$ cat src/source/dfpConv_params.svh
`ifndef DFPCONV_PARAMS_SVH
`define DFPCONV_PARAMS_SVH

// ============================================================
// operand format
// ============================================================

// sign, biased exponent, BCD significand packed msb first
`define DFP_WIDTH 96
`define EXP_WIDTH 11
// exponent at which the significand reads as 0.d1d2...d21
`define EXP_BIAS 1023
`define SIG_DIGITS 21
`define SIG_WIDTH (`SIG_DIGITS * 4)

// ============================================================
// integer result
// ============================================================

// 19 integer digits plus one for the rounding carry
`define INT_DIGITS 20
`define BCD_WIDTH (`INT_DIGITS * 4)
`define INT_WIDTH 64

`endif

$ cat src/source/dfpPkg.sv
`include "dfpConv_params.svh"

package dfpPkg;

	// unpacked operand, field order matches the packed format
	typedef struct packed {
		logic sign;
		logic [`EXP_WIDTH-1:0] exp;
		// d1 sits in the top nibble
		logic [`SIG_WIDTH-1:0] sig;
	} dfpUnpacked;

	// encoding follows the op pin: 1 = signed
	typedef enum logic {
		MODE_UNSIGNED = 1'b0,
		MODE_SIGNED = 1'b1
	} convMode;

	// operand class as seen by the result select
	typedef enum logic [2:0] {
		CLS_ZERO,
		CLS_SMALL,
		CLS_HALF,
		CLS_NORMAL,
		CLS_BIG
	} opClass;

	// iterative BCD to binary sequencer
	typedef enum logic [1:0] {
		B2B_IDLE,
		B2B_RUN,
		B2B_DONE
	} b2bState;

	localparam logic signed [`EXP_WIDTH+1:0] EXP_BIAS_S = `EXP_BIAS;

	// number of integer digits k = exp - bias, two extra bits keep the sign
	function automatic logic signed [`EXP_WIDTH+1:0] intDigitCount(
		input logic [`EXP_WIDTH-1:0] exp
	);
		return $signed({2'b00, exp}) - EXP_BIAS_S;
	endfunction

endpackage

$ cat src/source/bcdConvIf.sv
`include "dfpConv_params.svh"

// link between the converter top and the BCD to binary engine
interface bcdConvIf;

	// clock enable, stalls the engine together with the top
	logic ce;
	// one cycle pulse, restarts the engine even mid conversion
	logic start;
	// aligned digits, most significant digit in the top nibble
	logic [`BCD_WIDTH-1:0] bcd;
	// binary value, valid while done is high
	logic [`INT_WIDTH-1:0] bin;
	// level, falls on start
	logic done;

	modport ctrl (
		output ce,
		output start,
		output bcd,
		input bin,
		input done
	);

	modport conv (
		input ce,
		input start,
		input bcd,
		output bin,
		output done
	);

endinterface

$ cat src/source/bcdToBin.sv
`include "dfpConv_params.svh"

module bcdToBin (
	input logic clk,
	input logic rst,
	bcdConvIf.conv b2b
);
	import dfpPkg::*;

	b2bState state;
	// digits still to be consumed, msd on top
	logic [`BCD_WIDTH-1:0] digits;
	// running binary value
	logic [`INT_WIDTH-1:0] acc;
	// digits consumed so far
	logic [4:0] digitCnt;
	logic [3:0] curDigit;

	assign curDigit = digits[`BCD_WIDTH-1 -: 4];

	// ============================================================
	// sequencer
	// ============================================================

	always_ff @(posedge clk) begin
		if (rst) begin
			state <= B2B_IDLE;
			digitCnt <= '0;
		end else if (b2b.ce) begin
			// start restarts from any state
			if (b2b.start) begin
				state <= B2B_RUN;
				digitCnt <= '0;
			end else begin
				case (state)
					B2B_RUN: begin
						digitCnt <= digitCnt + 5'd1;
						// last digit goes in on this edge
						if (digitCnt == 5'(`INT_DIGITS - 1)) begin
							state <= B2B_DONE;
						end
					end
					// idle and done just hold
					default: state <= state;
				endcase
			end
		end
	end

	// ============================================================
	// datapath
	// ============================================================

	always_ff @(posedge clk) begin
		if (b2b.ce) begin
			if (b2b.start) begin
				digits <= b2b.bcd;
				acc <= '0;
			end else if (state == B2B_RUN) begin
				// acc * 10 as acc * 8 + acc * 2, then add the digit
				acc <= (acc << 3) + (acc << 1) + {{(`INT_WIDTH - 4){1'b0}}, curDigit};
				digits <= digits << 4;
			end
		end
	end

	assign b2b.bin = acc;
	assign b2b.done = state == B2B_DONE;

	// every digit that enters the accumulator must be decimal
	assert property (@(posedge clk) disable iff (rst)
		(b2b.ce && !b2b.start && state == B2B_RUN) |-> curDigit <= 4'd9)
	else $error("bcdToBin: non decimal digit %0h consumed", curDigit);

endmodule

$ cat src/source/dfpToInt.sv
`include "dfpConv_params.svh"

module dfpToInt (
	input logic clk,
	input logic rst,
	input logic ce,
	input logic ld,
	// 1 = signed, 0 = unsigned
	input logic op,
	input logic [`DFP_WIDTH-1:0] i,
	output logic [`INT_WIDTH-1:0] o,
	output logic overflow,
	output logic done
);
	import dfpPkg::*;

	// largest signed value, 2^63 - 1
	localparam logic [`INT_WIDTH-1:0] MAX_POS = {1'b0, {(`INT_WIDTH - 1){1'b1}}};

	logic [`DFP_WIDTH-1:0] opndReg;
	convMode modeReg;
	logic startReg;

	dfpUnpacked unp;
	opClass cls;
	logic [`BCD_WIDTH-1:0] alignedDigits;
	logic roundCarry;

	// result select
	logic isSigned;
	logic tooBig;
	logic [`INT_WIDTH-1:0] magnitude;
	logic [`INT_WIDTH-1:0] resultComb;
	logic ovfComb;

	bcdConvIf b2bBus ();

	// ============================================================
	// operand capture and start
	// ============================================================

	// inputs only need to be valid on the ld edge
	always_ff @(posedge clk) begin
		if (ce && ld) begin
			opndReg <= i;
			modeReg <= convMode'(op);
		end
	end

	dfpUnpack uUnpack (
		.opnd(opndReg),
		.unp(unp),
		.cls(cls)
	);

	digitAligner uAlign (
		.unp(unp),
		.intDigits(alignedDigits),
		.roundCarry(roundCarry)
	);

	// aligned digits stay put until the next ld, so bcd is stable through the run
	assign b2bBus.ce = ce;
	assign b2bBus.start = startReg;
	assign b2bBus.bcd = alignedDigits;

	bcdToBin uB2b (
		.clk(clk),
		.rst(rst),
		.b2b(b2bBus.conv)
	);

	// ============================================================
	// saturation and sign
	// ============================================================

	assign isSigned = modeReg == MODE_SIGNED;

	always_comb begin
		magnitude = b2bBus.bin;
		tooBig = 1'b0;
		case (cls)
			CLS_ZERO, CLS_SMALL: magnitude = '0;
			// 0.5 .. 0.99 rounds to one
			CLS_HALF: magnitude = {{(`INT_WIDTH - 1){1'b0}}, 1'b1};
			CLS_BIG: tooBig = 1'b1;
			// 19 digits always fit unsigned, even 10^19 after rounding
			default: tooBig = isSigned && (roundCarry || b2bBus.bin > MAX_POS);
		endcase
	end

	always_comb begin
		if (!isSigned && unp.sign && (tooBig || magnitude != '0)) begin
			// negative in unsigned mode, also when the value is huge
			resultComb = '0;
			ovfComb = 1'b1;
		end else if (tooBig) begin
			ovfComb = 1'b1;
			if (!isSigned) begin
				resultComb = '1;
			end else if (unp.sign) begin
				resultComb = -MAX_POS;
			end else begin
				resultComb = MAX_POS;
			end
		end else begin
			ovfComb = 1'b0;
			resultComb = (isSigned && unp.sign) ? -magnitude : magnitude;
		end
	end

	// ============================================================
	// output register
	// ============================================================

	always_ff @(posedge clk) begin
		if (rst) begin
			startReg <= 1'b0;
			done <= 1'b0;
			o <= '0;
			overflow <= 1'b0;
		end else if (ce) begin
			// start goes out one edge after ld
			startReg <= ld;
			if (ld) begin
				done <= 1'b0;
			end else if (!startReg && b2bBus.done && !done) begin
				// engine done is stale while start is still pending
				o <= resultComb;
				overflow <= ovfComb;
				done <= 1'b1;
			end
		end
	end

	// a new start always follows the ld that cleared done
	assert property (@(posedge clk) disable iff (rst) !(done && startReg))
	else $error("dfpToInt: done and start high together");

	// result holds until the next ld
	assert property (@(posedge clk) disable iff (rst) (done && !ld) |=> $stable(o))
	else $error("dfpToInt: o changed while done was high");

endmodule

$ cat src/source/dfpUnpack.sv
`include "dfpConv_params.svh"

module dfpUnpack (
	input logic [`DFP_WIDTH-1:0] opnd,
	output dfpPkg::dfpUnpacked unp,
	output dfpPkg::opClass cls
);
	import dfpPkg::*;

	// k, the count of digits left of the decimal point
	logic signed [`EXP_WIDTH+1:0] digitCount;
	// first significand digit, decides the half class
	logic [3:0] leadDigit;

	// ============================================================
	// field split
	// ============================================================

	assign unp.sign = opnd[`DFP_WIDTH-1];
	assign unp.exp = opnd[`DFP_WIDTH-2 -: `EXP_WIDTH];
	assign unp.sig = opnd[`SIG_WIDTH-1:0];

	assign leadDigit = unp.sig[`SIG_WIDTH-1 -: 4];

	// ============================================================
	// classification
	// ============================================================

	always_comb begin
		digitCount = intDigitCount(unp.exp);
		// zero wins over any exponent
		if (unp.sig == '0) begin
			cls = CLS_ZERO;
		end else if (digitCount < 0) begin
			// at most 0.0d..., below one half
			cls = CLS_SMALL;
		end else if (digitCount == 0) begin
			// 0.d1... rounds to one only from 0.5 upward
			if (leadDigit >= 4'd5) begin
				cls = CLS_HALF;
			end else begin
				cls = CLS_SMALL;
			end
		end else if (digitCount <= `INT_DIGITS - 1) begin
			// 1 to 19 integer digits
			cls = CLS_NORMAL;
		end else begin
			// 20 digits or more never fit a signed 64 bit value
			cls = CLS_BIG;
		end
	end

endmodule

$ cat src/source/digitAligner.sv
`include "dfpConv_params.svh"

module digitAligner (
	input dfpPkg::dfpUnpacked unp,
	output logic [`BCD_WIDTH-1:0] intDigits,
	output logic roundCarry
);
	import dfpPkg::*;

	logic signed [`EXP_WIDTH+1:0] digitCount;
	// k clamped to 0..20, outside the normal class the digits are don't care
	logic [4:0] intCount;
	// digits dropped on the right, 1..21
	logic [4:0] dropCount;
	logic [`SIG_WIDTH-1:0] shifted;
	logic [`SIG_WIDTH-1:0] roundSrc;
	logic [`BCD_WIDTH-1:0] aligned;
	logic [3:0] roundDigit;
	logic roundUp;

	// true when every nibble is a decimal digit
	function automatic logic allDigitsValid(input logic [`SIG_WIDTH-1:0] v);
		logic ok;
		ok = 1'b1;
		for (int d = 0; d < `SIG_DIGITS; d++) begin
			if (v[d*4 +: 4] > 4'd9) begin
				ok = 1'b0;
			end
		end
		return ok;
	endfunction

	// ============================================================
	// digit shifter
	// ============================================================

	always_comb begin
		digitCount = intDigitCount(unp.exp);
		if (digitCount < 0) begin
			intCount = 5'd0;
		end else if (digitCount > `INT_DIGITS) begin
			intCount = 5'(`INT_DIGITS);
		end else begin
			intCount = digitCount[4:0];
		end
	end

	assign dropCount = 5'(`SIG_DIGITS) - intCount;

	// d1..dk land in the low k digit positions
	assign shifted = unp.sig >> {dropCount, 2'b00};
	assign aligned = shifted[`BCD_WIDTH-1:0];

	// d(k+1) is the first digit thrown away
	assign roundSrc = unp.sig >> {dropCount - 5'd1, 2'b00};
	assign roundDigit = roundSrc[3:0];
	// round half up
	assign roundUp = roundDigit >= 4'd5;

	// ============================================================
	// BCD increment
	// ============================================================

	always_comb begin
		logic carry;
		logic [4:0] digitSum;
		carry = roundUp;
		roundCarry = 1'b0;
		for (int d = 0; d < `INT_DIGITS; d++) begin
			digitSum = {1'b0, aligned[d*4 +: 4]} + {4'd0, carry};
			// decimal wrap, 9 + 1 gives 0 and carries on
			if (digitSum == 5'd10) begin
				intDigits[d*4 +: 4] = 4'd0;
				carry = 1'b1;
			end else begin
				intDigits[d*4 +: 4] = digitSum[3:0];
				carry = 1'b0;
			end
			// carry out of digit 19 means the result became 10^19
			if (d == `INT_DIGITS - 2) begin
				roundCarry = carry;
			end
		end
	end

	// decimal increment may never produce a nibble above 9
	always_comb begin
		if (allDigitsValid(unp.sig)) begin
			assert (allDigitsValid({4'd0, intDigits}))
			else $error("digitAligner: invalid BCD digit after rounding");
		end
	end

endmodule
$ cat config.mk
export PLATFORM = sky130hd
export DESIGN_NAME = dfpToInt
export DESIGN_NICKNAME = d
export VERILOG_FILES = /design/src/source/dfpPkg.sv /design/src/source/bcdConvIf.sv /design/src/source/bcdToBin.sv /design/src/source/dfpToInt.sv /design/src/source/dfpUnpack.sv /design/src/source/digitAligner.sv
export VERILOG_INCLUDE_DIRS = /design/src /design/src/source
export SDC_FILE = /design/constraint.sdc
export NUM_CORES = 1
export LEC_CHECK = 0
export BUFFER_PORTS_ARGS = -buffer_cell sky130_fd_sc_hd__clkbuf_2
export CAP_MARGIN = 20
export CORE_MARGIN = 5
export CORE_UTILIZATION = 60
export DETAILED_ROUTE_END_ITERATION = 7
export PLACE_DENSITY = 0.79
export SYNTH_ARGS = -nofsm -noshare
export SYNTH_HDL_FRONTEND = slang
export SYNTH_SLANG_ARGS = --single-unit
$ cat constraint.sdc
create_clock -name clk -period 27.3 [get_ports clk]
set_input_delay 5.46 -clock clk [delete_from_list [all_inputs] [get_ports clk]]
set_output_delay 5.46 -clock clk [all_outputs]
set_load 0.1 [all_outputs]
# After elaboration in Yosys (flattened, before gate mapping)
# Cells that the tools add are included.
[classes]
add_sub_neg = 27
order_cmp = 6
n_eq_ne = 26
shifts = 2
muxes = 65
bitwise_logic = 1
reduce_logical = 25
[ops]
columns = ["op", "count"]
rows = [
  ["64-bit 2-to-1 mux", 6],
  ["80-bit 2-to-1 mux", 2],
  ["64-bit case mux with 2 select lines", 1],
  ["4-bit by 1-bit adder with 5-bit output", 20],
  ["5-bit by 4-bit == test with 1-bit output, second input constant", 20],
  ["84-bit logical NOT", 1],
  ["84-bit by 7-bit right shift with 4-bit output", 1],
  ["84-bit by 7-bit right shift with 80-bit output", 1],
  ["4-bit 2-to-1 mux", 20],
  ["64-bit by 4-bit adder with 64-bit output", 1],
  ["64-bit adder", 1],
  ["64-bit by 63-bit greater-than comparator with 1-bit output, second input constant", 1],
  ["64-bit negator", 1],
  ["64-bit nonzero test", 1],
  ["32-bit logical NOT", 1],
  ["1-bit 2-to-1 mux", 23],
  ["5-bit 2-to-1 mux", 4],
  ["12-bit by 6-bit greater-than comparator with 1-bit output, second input constant", 1],
  ["12-bit by 6-bit less-or-equal comparator with 1-bit output, second input constant", 1],
  ["12-bit by 1-bit less-than comparator with 1-bit output, second input constant", 1],
  ["3-bit 2-to-1 mux", 4],
  ["11-bit by 10-bit subtractor with 12-bit output, second input constant", 1],
  ["4-bit by 3-bit >= comparator with 1-bit output, second input constant", 2],
  ["2-bit 2-to-1 mux", 4],
  ["other kinds (20)", 33],
]
[totals]
register_bits = 315
input_bits = 101
out_inout_bits = 66
elab_cells = 162

# Depth between registers and ports, before layout
# Gate-level depths: netlist (run 1).
[depth]
word_depth = 71
mapped_depth = 132
depth_no_buf = 123

# By module
# A second synthesis (run 1) with hierarchy kept.
[hier_totals]
hier_cells = 3123
area_unflattened_um2 = 27053.4
[by_module_without_submodules]
columns = ["mod", "instances", "cells_per_inst", "area_per_inst_um2", "seq_area_each_um2"]
rows = [
  ["bcdToBin", 1, 943, 10233.6, 4464.3],
  ["dfpToInt", 1, 808, 7987.7, 4254.1],
  ["digitAligner", 1, 1233, 7803.7, 0.0],
  ["dfpUnpack", 1, 139, 1028.5, 0.0],
]

# Least setup slack after synthesis (run 1)
# No wires, ideal clock.
[synth_path]
kind = "register to register"
startpoint = "reg opndReg[84]"
endpoint = "reg uB2b.digits[77], data pin"
setup_time_ps = 260
t_arrival_ps = 24086
required_ps = 27040
path_slack_ps = 2954
stages_incl_launch_ff = 126
n_path_buf = 13
period_less_slack_ps = 24346
path_cell_list = "edfxtp_1 > buf_2 > clkinv_1 > clkbuf_1 > ha_1 > buf_1 > clkinv_1 > o211ai_1 > a21oi_4 > buf_6 > buf_6 > buf_4 > buf_2 > ha_1 > clkbuf_1 > clkbuf_1 > buf_1 > clkbuf_1 > [... 90 more ...] > nor2_1 > ha_1 > ha_1 > o211ai_1 > o21ai_0 > nand3b_1 > nor2_1 > ha_1 > ha_1 > or3_1 > a2111oi_4 > ha_1 > ha_1 > nand3_1 > o21ai_0 > and3b_1 > a21boi_0 > mux2_2"
[synth_via]
elab_chain_cells = 69
word_cells_on_any_way = 71
classes_between = "add/sub (23); order compare (3); eq/ne (20); shift (2); mux (23)"
[synth_lines]
columns = ["item", "line", "rtl"]
rows = [
  ["from (decl)", "dfpToInt.sv:20", "logic [`DFP_WIDTH-1:0] opndReg;"],
  ["from (signal assigned)", "dfpToInt.sv:45", "opndReg <= i;"],
  ["11-bit by 10-bit subtractor with 12-bit output (*)", "dfpPkg.sv:41", "return $signed({2'b00, exp}) - EXP_BIAS_S;"],
  ["12-bit by 6-bit greater-than comparator with 1-bit output (no line)", "n/a", ""],
  ["5-bit 2-to-1 mux", "digitAligner.sv:41", "end else if (digitCount > `INT_DIGITS) begin"],
  ["5-bit 2-to-1 mux (*)", "digitAligner.sv:39", "if (digitCount < 0) begin"],
  ["5-bit subtractor (*)", "digitAligner.sv:48", "assign dropCount = 5'(`SIG_DIGITS) - intCount;"],
  ["5-bit by 1-bit subtractor with 5-bit output", "digitAligner.sv:55", "assign roundSrc = unp.sig >> {dropCount - 5'd1, 2'b00};"],
  ["84-bit by 7-bit right shift with 4-bit output", "digitAligner.sv:55", ""],
  ["4-bit by 3-bit >= comparator with 1-bit output", "digitAligner.sv:58", "assign roundUp = roundDigit >= 4'd5;"],
  ["[... 53 more ...]", "n/a", ""],
  ["1-bit 2-to-1 mux", "digitAligner.sv:72", "if (digitSum == 5'd10) begin"],
  ["4-bit by 1-bit adder with 5-bit output", "digitAligner.sv:70", "digitSum = {1'b0, aligned[d*4 +: 4]} + {4'd0, carry};"],
  ["5-bit by 4-bit == test with 1-bit output", "digitAligner.sv:72", ""],
  ["1-bit 2-to-1 mux", "digitAligner.sv:72", ""],
  ["4-bit by 1-bit adder with 5-bit output (*)", "digitAligner.sv:70", ""],
  ["5-bit by 4-bit == test with 1-bit output", "digitAligner.sv:72", ""],
  ["4-bit 2-to-1 mux (*)", "digitAligner.sv:72", ""],
  ["80-bit 2-to-1 mux (*)", "bcdToBin.sv:56", "if (b2b.start) begin"],
  ["to (signal assigned)", "bcdToBin.sv:57", "digits <= b2b.bcd;"],
  ["to (signal assigned)", "bcdToBin.sv:62", "digits <= digits << 4;"],
  ["to (decl)", "bcdToBin.sv:12", "logic [`BCD_WIDTH-1:0] digits;"],
]
# Mark *: on every way between the ends. The rest lies on a longest branch, timed or not.
# A chain may end at the register's enable or synchronous reset.

# Worst setup path after layout (run 1)
[layout_path]
startpoint = "reg opndReg[93]"
endpoint = "reg uB2b.digits[77], data pin"
# Same word-level chain as after synthesis.

==> flow_metrics.py, run 1 <==
metrics = {
    "yosys": {
        "ys_seq_elements": 315,
        "syn_area_um2": 24600,
        "synth_edf_count": 241,
        "synthFlopType": "edfxtp_1",
        "seq_area_frac_synth": 0.354,
        "yosys_warnings": 0,
        "synth_compound_area_frac": 0.242,
        "synth_mux_area_frac": 0.0621,
        "synthTopCellsByArea": "edfxtp_1, ha_1, dfxtp_1",
        "synth_cell_types": 109,
        "netlist_instances": 2702,
        "yosys.area_share.adder": 0.0881,
        "synth_top_area_share": 0.294,
        "synth_area_leader_cell": "edfxtp_1",
        "synth-simple-area-share": 0.176,
        "synth.avg_cell_area_um2": 9.11,
        "synthArstFlopShare": 0,
        "syn_nets": 2975,
        "synth_top_family_by_area": "compound AO/OA/AOI/OAI gates",
        "synth_xor_area_frac": 0.0399,
    },
    "outcome": {
        "status": "finished with violations",
        "violations": "DRC",
    },
    "die": {
        "core_um2": 40700,
        "chipWidth_um": 212,
        "io_pins": 167,
        "row_count": 74,
        "die_h_um": 212,
        "floorplan.die_area_um2": 45200,
        "start_util": 0.604,
    },
    "global_routing": {
        "grt_overflow": 0,
        "grt_antenna_before_repair": 1,
        "first_global_vias": 22800,
        "grt_max_degree": 79,
        "grtUsageTotal": 0.365,
        "grt_first_pass_wirelength_mm": 129,
    },
    "timing": {
        "hold_violations": 0,
        "rsz0062_at_grt": "false",
        "fin_crit_ps": 25780,
        "finalSetupViolCount": 0,
        "fmax_mhz": 38.8,
        "final_max_slew_viol_count": 0,
        "max_slew_margin": 0.217,
        "clock_skew_ps": 34.5,
        "finalCritPeriodShare": 0.944,
        "fin_setup_tns_ps": 0,
        "tightest_slew_ps": 1170,
    },
    "final_layout": {
        "fill_cells": 3357,
        "layout-drive-gt1-share": 0.139,
        "regArea_um2": 8720,
        "finalNonFillerCells": 3358,
        "syn_to_final_growth_pct": 10.1,
        "final_cell_area_um2": 27100,
        "nets": 3070,
        "multiInputGateArea_um2": 15100,
    },
    "clocking": {
        "root_buffer": "clkbuf_16",
        "clock_path_buffers": 3,
        "cts_buffers": 35,
        "path_clk_slew_ps": 60,
        "htree_levels": 2,
        "cts-hold-fix-buffers": 0,
        "insertion_delay_ps": 570,
        "cts_tree": "done",
        "cts_sinks": 315,
    },
    "setup_path": {
        "worst-path-max-fanout": 33,
        "required_ps": 27620,
        "worst_path_most_repeated_cell": "ha_1",
        "worstSetupPathType": "register to register",
        "crit_arrival_ps": 26100,
        "worstSetupStartpointType": "register",
        "crit_slowest_cell": "or4_4",
        "slowest_delay_ps": 610,
        "critPathCaptureType": "register",
    },
    "route": {
        "drc_errors": 1,
        "vias": 23400,
        "wl_per_cell_um": 25.2,
        "viasPerCell": 6.97,
        "wl_mm": 84.7,
        "firstDrtPassIters": 8,
        "dr.first_iter.drc_count": 2920,
        "ant_nets": 0,
    },
    "placed_design": {
        "place_area_um2": 25900,
        "dp.cells": 3290,
        "numPortBuffers": 166,
        "gp_congestion": 1.05,
        "place_hpwl_mm": 61.9,
    },
    "pwr": {
        "p_leak_nw": 10.6,
        "powerDensity_nw_per_um2": 52.6,
        "fin_total_pwr_mw": 1.43,
        "ir_worst_vdd_mv": 0.0613,
    },
    "hold_path": {
        "hp-class": "register to register",
    },
    "job": {
        "max_cap_viol_count": 0,
    },
}
per-layer routing:
metal,global-route usage,part of all wire,vias to the layer above,wire length (um)
met2,0.593,0.46,1367,38800
met1,0.428,0.36,11000,30500
li1,-,-,10600,-
met4,0.259,0.086,0,7300
met5,0,0,-,0
met3,0.0791,0.095,421,8070
where the power goes:
part / total [mW] / leakage, nW / internal [mW] / switching [mW]
registers: 0.587 / 2.83 / 0.549 / 0.0385
clock network: 0.474 / 0.567 / 0.276 / 0.198
logic: 0.364 / 7.25 / 0.138 / 0.226
total: 1.43 / 10.6 / 0.962 / 0.463
critical path, delay by kind of cell, from the launching register on:
family	cells	cell delay, ps
flops	1	430
fa+ha+maj	39	9070
mux	4	1230
xor+xnor	2	500
simple gates	42	8630
compound gates	24	5110
buf+inv	4	540
cells in the final DEF (no fill, tap or decap), types with 48 or more instances in the layout:
cell type / netlist / final
xnor2_1: 62 / 60
dfxtp_1: 74 / 73
clkbuf_2: 0 / 167
o21ai_0: 135 / 134
nor2_1: 222 / 221
a21o_1: 49 / 48
inv_1: 57 / 56
nand2_1: 255 / 255
a21oi_1: 181 / 181
edfxtp_1: 241 / 241
xor2_1: 50 / 49
mux2i_1: 93 / 93
nor3_1: 73 / 72
ha_1: 170 / 167
nand3_1: 66 / 66
logic make-up (layout without fill, tap and decap cells):
family | after synthesis | count (layout)
AO/OA/AOI/OAI | 861 | 861
XOR/XNOR | 112 | 112
adder cells (fa/ha/maj) | 172 | 172
buffers and inverters | 220 | 342
flip-flops | 315 | 315
multiplexers | 139 | 139
other | 0 | 2
AND/OR/NAND/NOR | 883 | 883
cell type report:
type	instances	area share
Sequential cell	315	0.322
Timing Repair Buffer	214	0.0451
Clock buffer	51	0.0384
Multi-Input combinational cell	2167	0.557
Inverter	64	0.00905
Tap cell	532	0.0246
Clock inverter	13	0.00393
Antenna cell	2	0.000185
flip-flops by register name (all words and copies together) (netlist names):
signal	cells
b2bBus.start	1
done	1
isSigned	1
o	64
opndReg	96
overflow	1
uB2b.b2b.bin	64
uB2b.digitCnt	5
uB2b.digits	80
uB2b.state	2
metrics by stage:
step / setup WS [ps] / hold slack (ps) / utilization
6_report: 1520 / 444 / 0.665
5_1_grt: 68.1 / 455 / 0.665
4_1_cts: 713 / 442 / 0.663
3_5_place_dp: 977 / 432 / 0.635
3_3_place_gp: 2410 / 428 / 0.634
2_1_floorplan: 2950 / 459 / -
synth_stat cells, types with 13 or more instances:
cell type,instances
nand2_1,255
edfxtp_1,241
nor2_1,222
a21oi_1,181
ha_1,170
o21ai_0,135
clkbuf_1,102
mux2i_1,93
dfxtp_1,74
nor3_1,73
nand3_1,66
xnor2_1,62
inv_1,57
xor2_1,50
a21o_1,49
a211oi_1,46
a31oi_1,40
nor4_1,40
a22o_1,39
mux2_2,39
and3_1,37
o211ai_1,37
o21ai_1,37
nor2b_1,31
buf_2,30
o31ai_1,30
o21a_1,29
nand4_1,26
o2bb2ai_1,25
nand2b_1,21
and2_1,18
buf_1,17
o22ai_1,17
or3_1,15
a221oi_1,13
worst paths after layout:
kind               startpoint              end  slack (ps)  cells past startpoint
setup / recovery  opndReg[93]  uB2b.digits[77]        1520                    115
hold / removal          o[46]            o[46]         440                      2
setup reg to reg  opndReg[93]  uB2b.digits[77]        1520                    115
hold reg to reg         o[46]            o[46]         440                      2
timing repair:
item                       in CTS  in global routing
setup buffers                   0                  1
resized for setup               0                 17
setup endpoints to repair       0                 70
(Power assumes the default switching activity.)
==> run 2, diff against run 1 <==
Settings changed: CTS_CLUSTER_DIAMETER from default to 150, PLACE_DENSITY 0.79 to 0.86.
==> run 2 against run 1 <==
The run now ends clean. Design area grew 0.17%. Sequential cell count unchanged. Largest power group unchanged. Combinational power about the same. Sequential share of layout area decreased by 0.053 points. Global-route usage shrank 0.089 points. Highest routed layer is now met5. Power grew 0.12%. Cell count increased by 0.12%. Worst hold slack better by 3.7 ps. Routed wire length hardly changed. Clock skew is 0.61 ps lower.
==> flow_metrics.py, run 2 (same netlist as run 1, synthesis figures left out) <==
metrics = {
    "route": {
        "firstDrtPassIters": 7,
        "viasPerCell": 7.02,
        "dr.first_iter.drc_count": 3444,
        "wl_per_cell_um": 25.2,
        "drc_errors": 0,
        "ant_nets": 0,
        "vias": 23600,
        "wl_mm": 84.6,
    },
    "pwr": {
        "fin_total_pwr_mw": 1.43,
        "ir_worst_vdd_mv": 0.0547,
        "p_leak_nw": 10.7,
        "powerDensity_nw_per_um2": 52.6,
    },
    "final_layout": {
        "layout_common_cells": "nand2_1, edfxtp_1, nor2_1",
        "finalNonFillerCells": 3362,
        "nets": 3078,
        "fin_util": 0.666,
        "syn_to_final_growth_pct": 10.3,
        "fill_cells": 3314,
        "layout-drive-gt1-share": 0.144,
        "largest_reg_flops": 96,
        "num_antenna_cells": 0,
        "regMostFlops": "opndReg",
        "reg_top3": "opndReg x96, uB2b.digits x80",
        "mostFrequentLayoutCell": "nand2_1",
    },
    "setup_path": {
        "required_ps": 27630,
        "worst_path_most_repeated_cell": "ha_1",
        "slowest_delay_ps": 600,
        "crit_slowest_cell": "buf_4",
        "rr_startpoint": "opndReg[84]",
        "crit_arrival_ps": 25850,
        "worstSetupStartpointType": "register",
        "worst-path-max-fanout": 57,
        "rrSetupSlack_ps": 1780,
        "crit_start": "opndReg[84]",
        "critPathCaptureType": "register",
        "worstSetupPathType": "register to register",
    },
    "clocking": {
        "cts-hold-fix-buffers": 0,
        "htree_levels": 2,
        "path_clk_slew_ps": 70,
        "root_buffer": "clkbuf_16",
        "cts_buffers": 35,
        "cts_sinks": 315,
        "insertion_delay_ps": 580,
        "clock_path_buffers": 3,
        "cts_tree": "done",
    },
    "timing": {
        "rsz0062_at_grt": "false",
        "clock_skew_ps": 33.9,
        "hold_violations": 0,
        "fin_setup_tns_ps": 0,
        "final_max_slew_viol_count": 0,
        "max_slew_margin": 0.213,
        "finalCritPeriodShare": 0.935,
        "fin_crit_ps": 25520,
        "tightest_slew_ps": 1180,
        "finalSetupViolCount": 0,
        "fmax_mhz": 39.2,
    },
    "die": {
        "die_h_um": 212,
        "row_count": 74,
        "floorplan.die_area_um2": 45200,
        "core_um2": 40700,
        "start_util": 0.604,
        "chipWidth_um": 212,
        "io_pins": 167,
    },
    "placed_design": {
        "dp.cells": 3287,
        "numPortBuffers": 166,
        "gp_congestion": 1.04,
        "place_hpwl_mm": 61.7,
    },
    "global_routing": {
        "grt_overflow": 0,
        "grt_max_degree": 95,
        "grt_antenna_before_repair": 0,
        "first_global_vias": 22500,
        "grt_first_pass_wirelength_mm": 129,
        "grtUsageTotal": 0.364,
    },
    "job": {
        "max_cap_viol_count": 0,
    },
    "hold_path": {
        "hp-class": "register to register",
        "hold_path.startpoint": "o[57]",
    },
    "outcome": {
        "status": "finished clean",
    },
}
[run 2: through the flow]
step	cell area (um^2)	setup WS, ps	hold slack (ps)
3_5_place_dp	25800	851	441
4_1_cts	27000	707	450
2_1_floorplan	24600	2950	459
3_3_place_gp	25800	2580	427
5_1_grt	27100	29.0	473
6_report	27100	1780	447
[run 2: area by class of cell]
class                      instances  area [um^2]  area share
multi-input combinational       2167        15100       0.556
inverter                          64          246     0.00909
clock inverter                    18          140     0.00517
tap                              532          666      0.0245
timing repair buffer             222         1270      0.0469
sequential                       315         8720       0.321
clock buffer                      44          998      0.0368
[run 2: worst max-delay path: cells and delay by family (launching register included)]
| kind | cells | cell delay [ps] |
|---|---|---|
| XOR/XNOR | 3 | 650 |
| multiplexers | 2 | 540 |
| AND/OR/NAND/NOR | 37 | 7220 |
| adder cells (fa/ha/maj) | 39 | 8710 |
| AO/OA/AOI/OAI | 28 | 6000 |
| buffers and inverters | 8 | 1660 |
| flip-flops | 1 | 450 |
[run 2: metal layers]
layer / up-vias / wire (um) / track usage
li1: 10600 / - / -
met1: 11100 / 31500 / 0.442
met2: 1492 / 39200 / 0.597
met3: 399 / 7610 / 0.0646
met4: 2 / 6290 / 0.233
met5: - / 43 / 0.00431
[run 2: worst paths after layout]
check / endpoint / cells after the start
worst max register to register: uB2b.digits[77] / 117
worst max-delay path: uB2b.digits[77] / 117
worst min register to register: o[57] / 2
worst min-delay path: o[57] / 2
[run 2: where the power goes]
| part | internal, mW | switching (mW) |
|---|---|---|
| Sequential | 0.549 | 0.0400 |
| Combinational | 0.139 | 0.225 |
| Clock | 0.271 | 0.203 |
| Total | 0.959 | 0.468 |
[run 2: repair_timing]
| action | in CTS | in global routing |
|---|---|---|
| setup buffers | 0 | 11 |
| setup endpoints to repair | 0 | 70 |
| gates resized for setup | 0 | 14 |
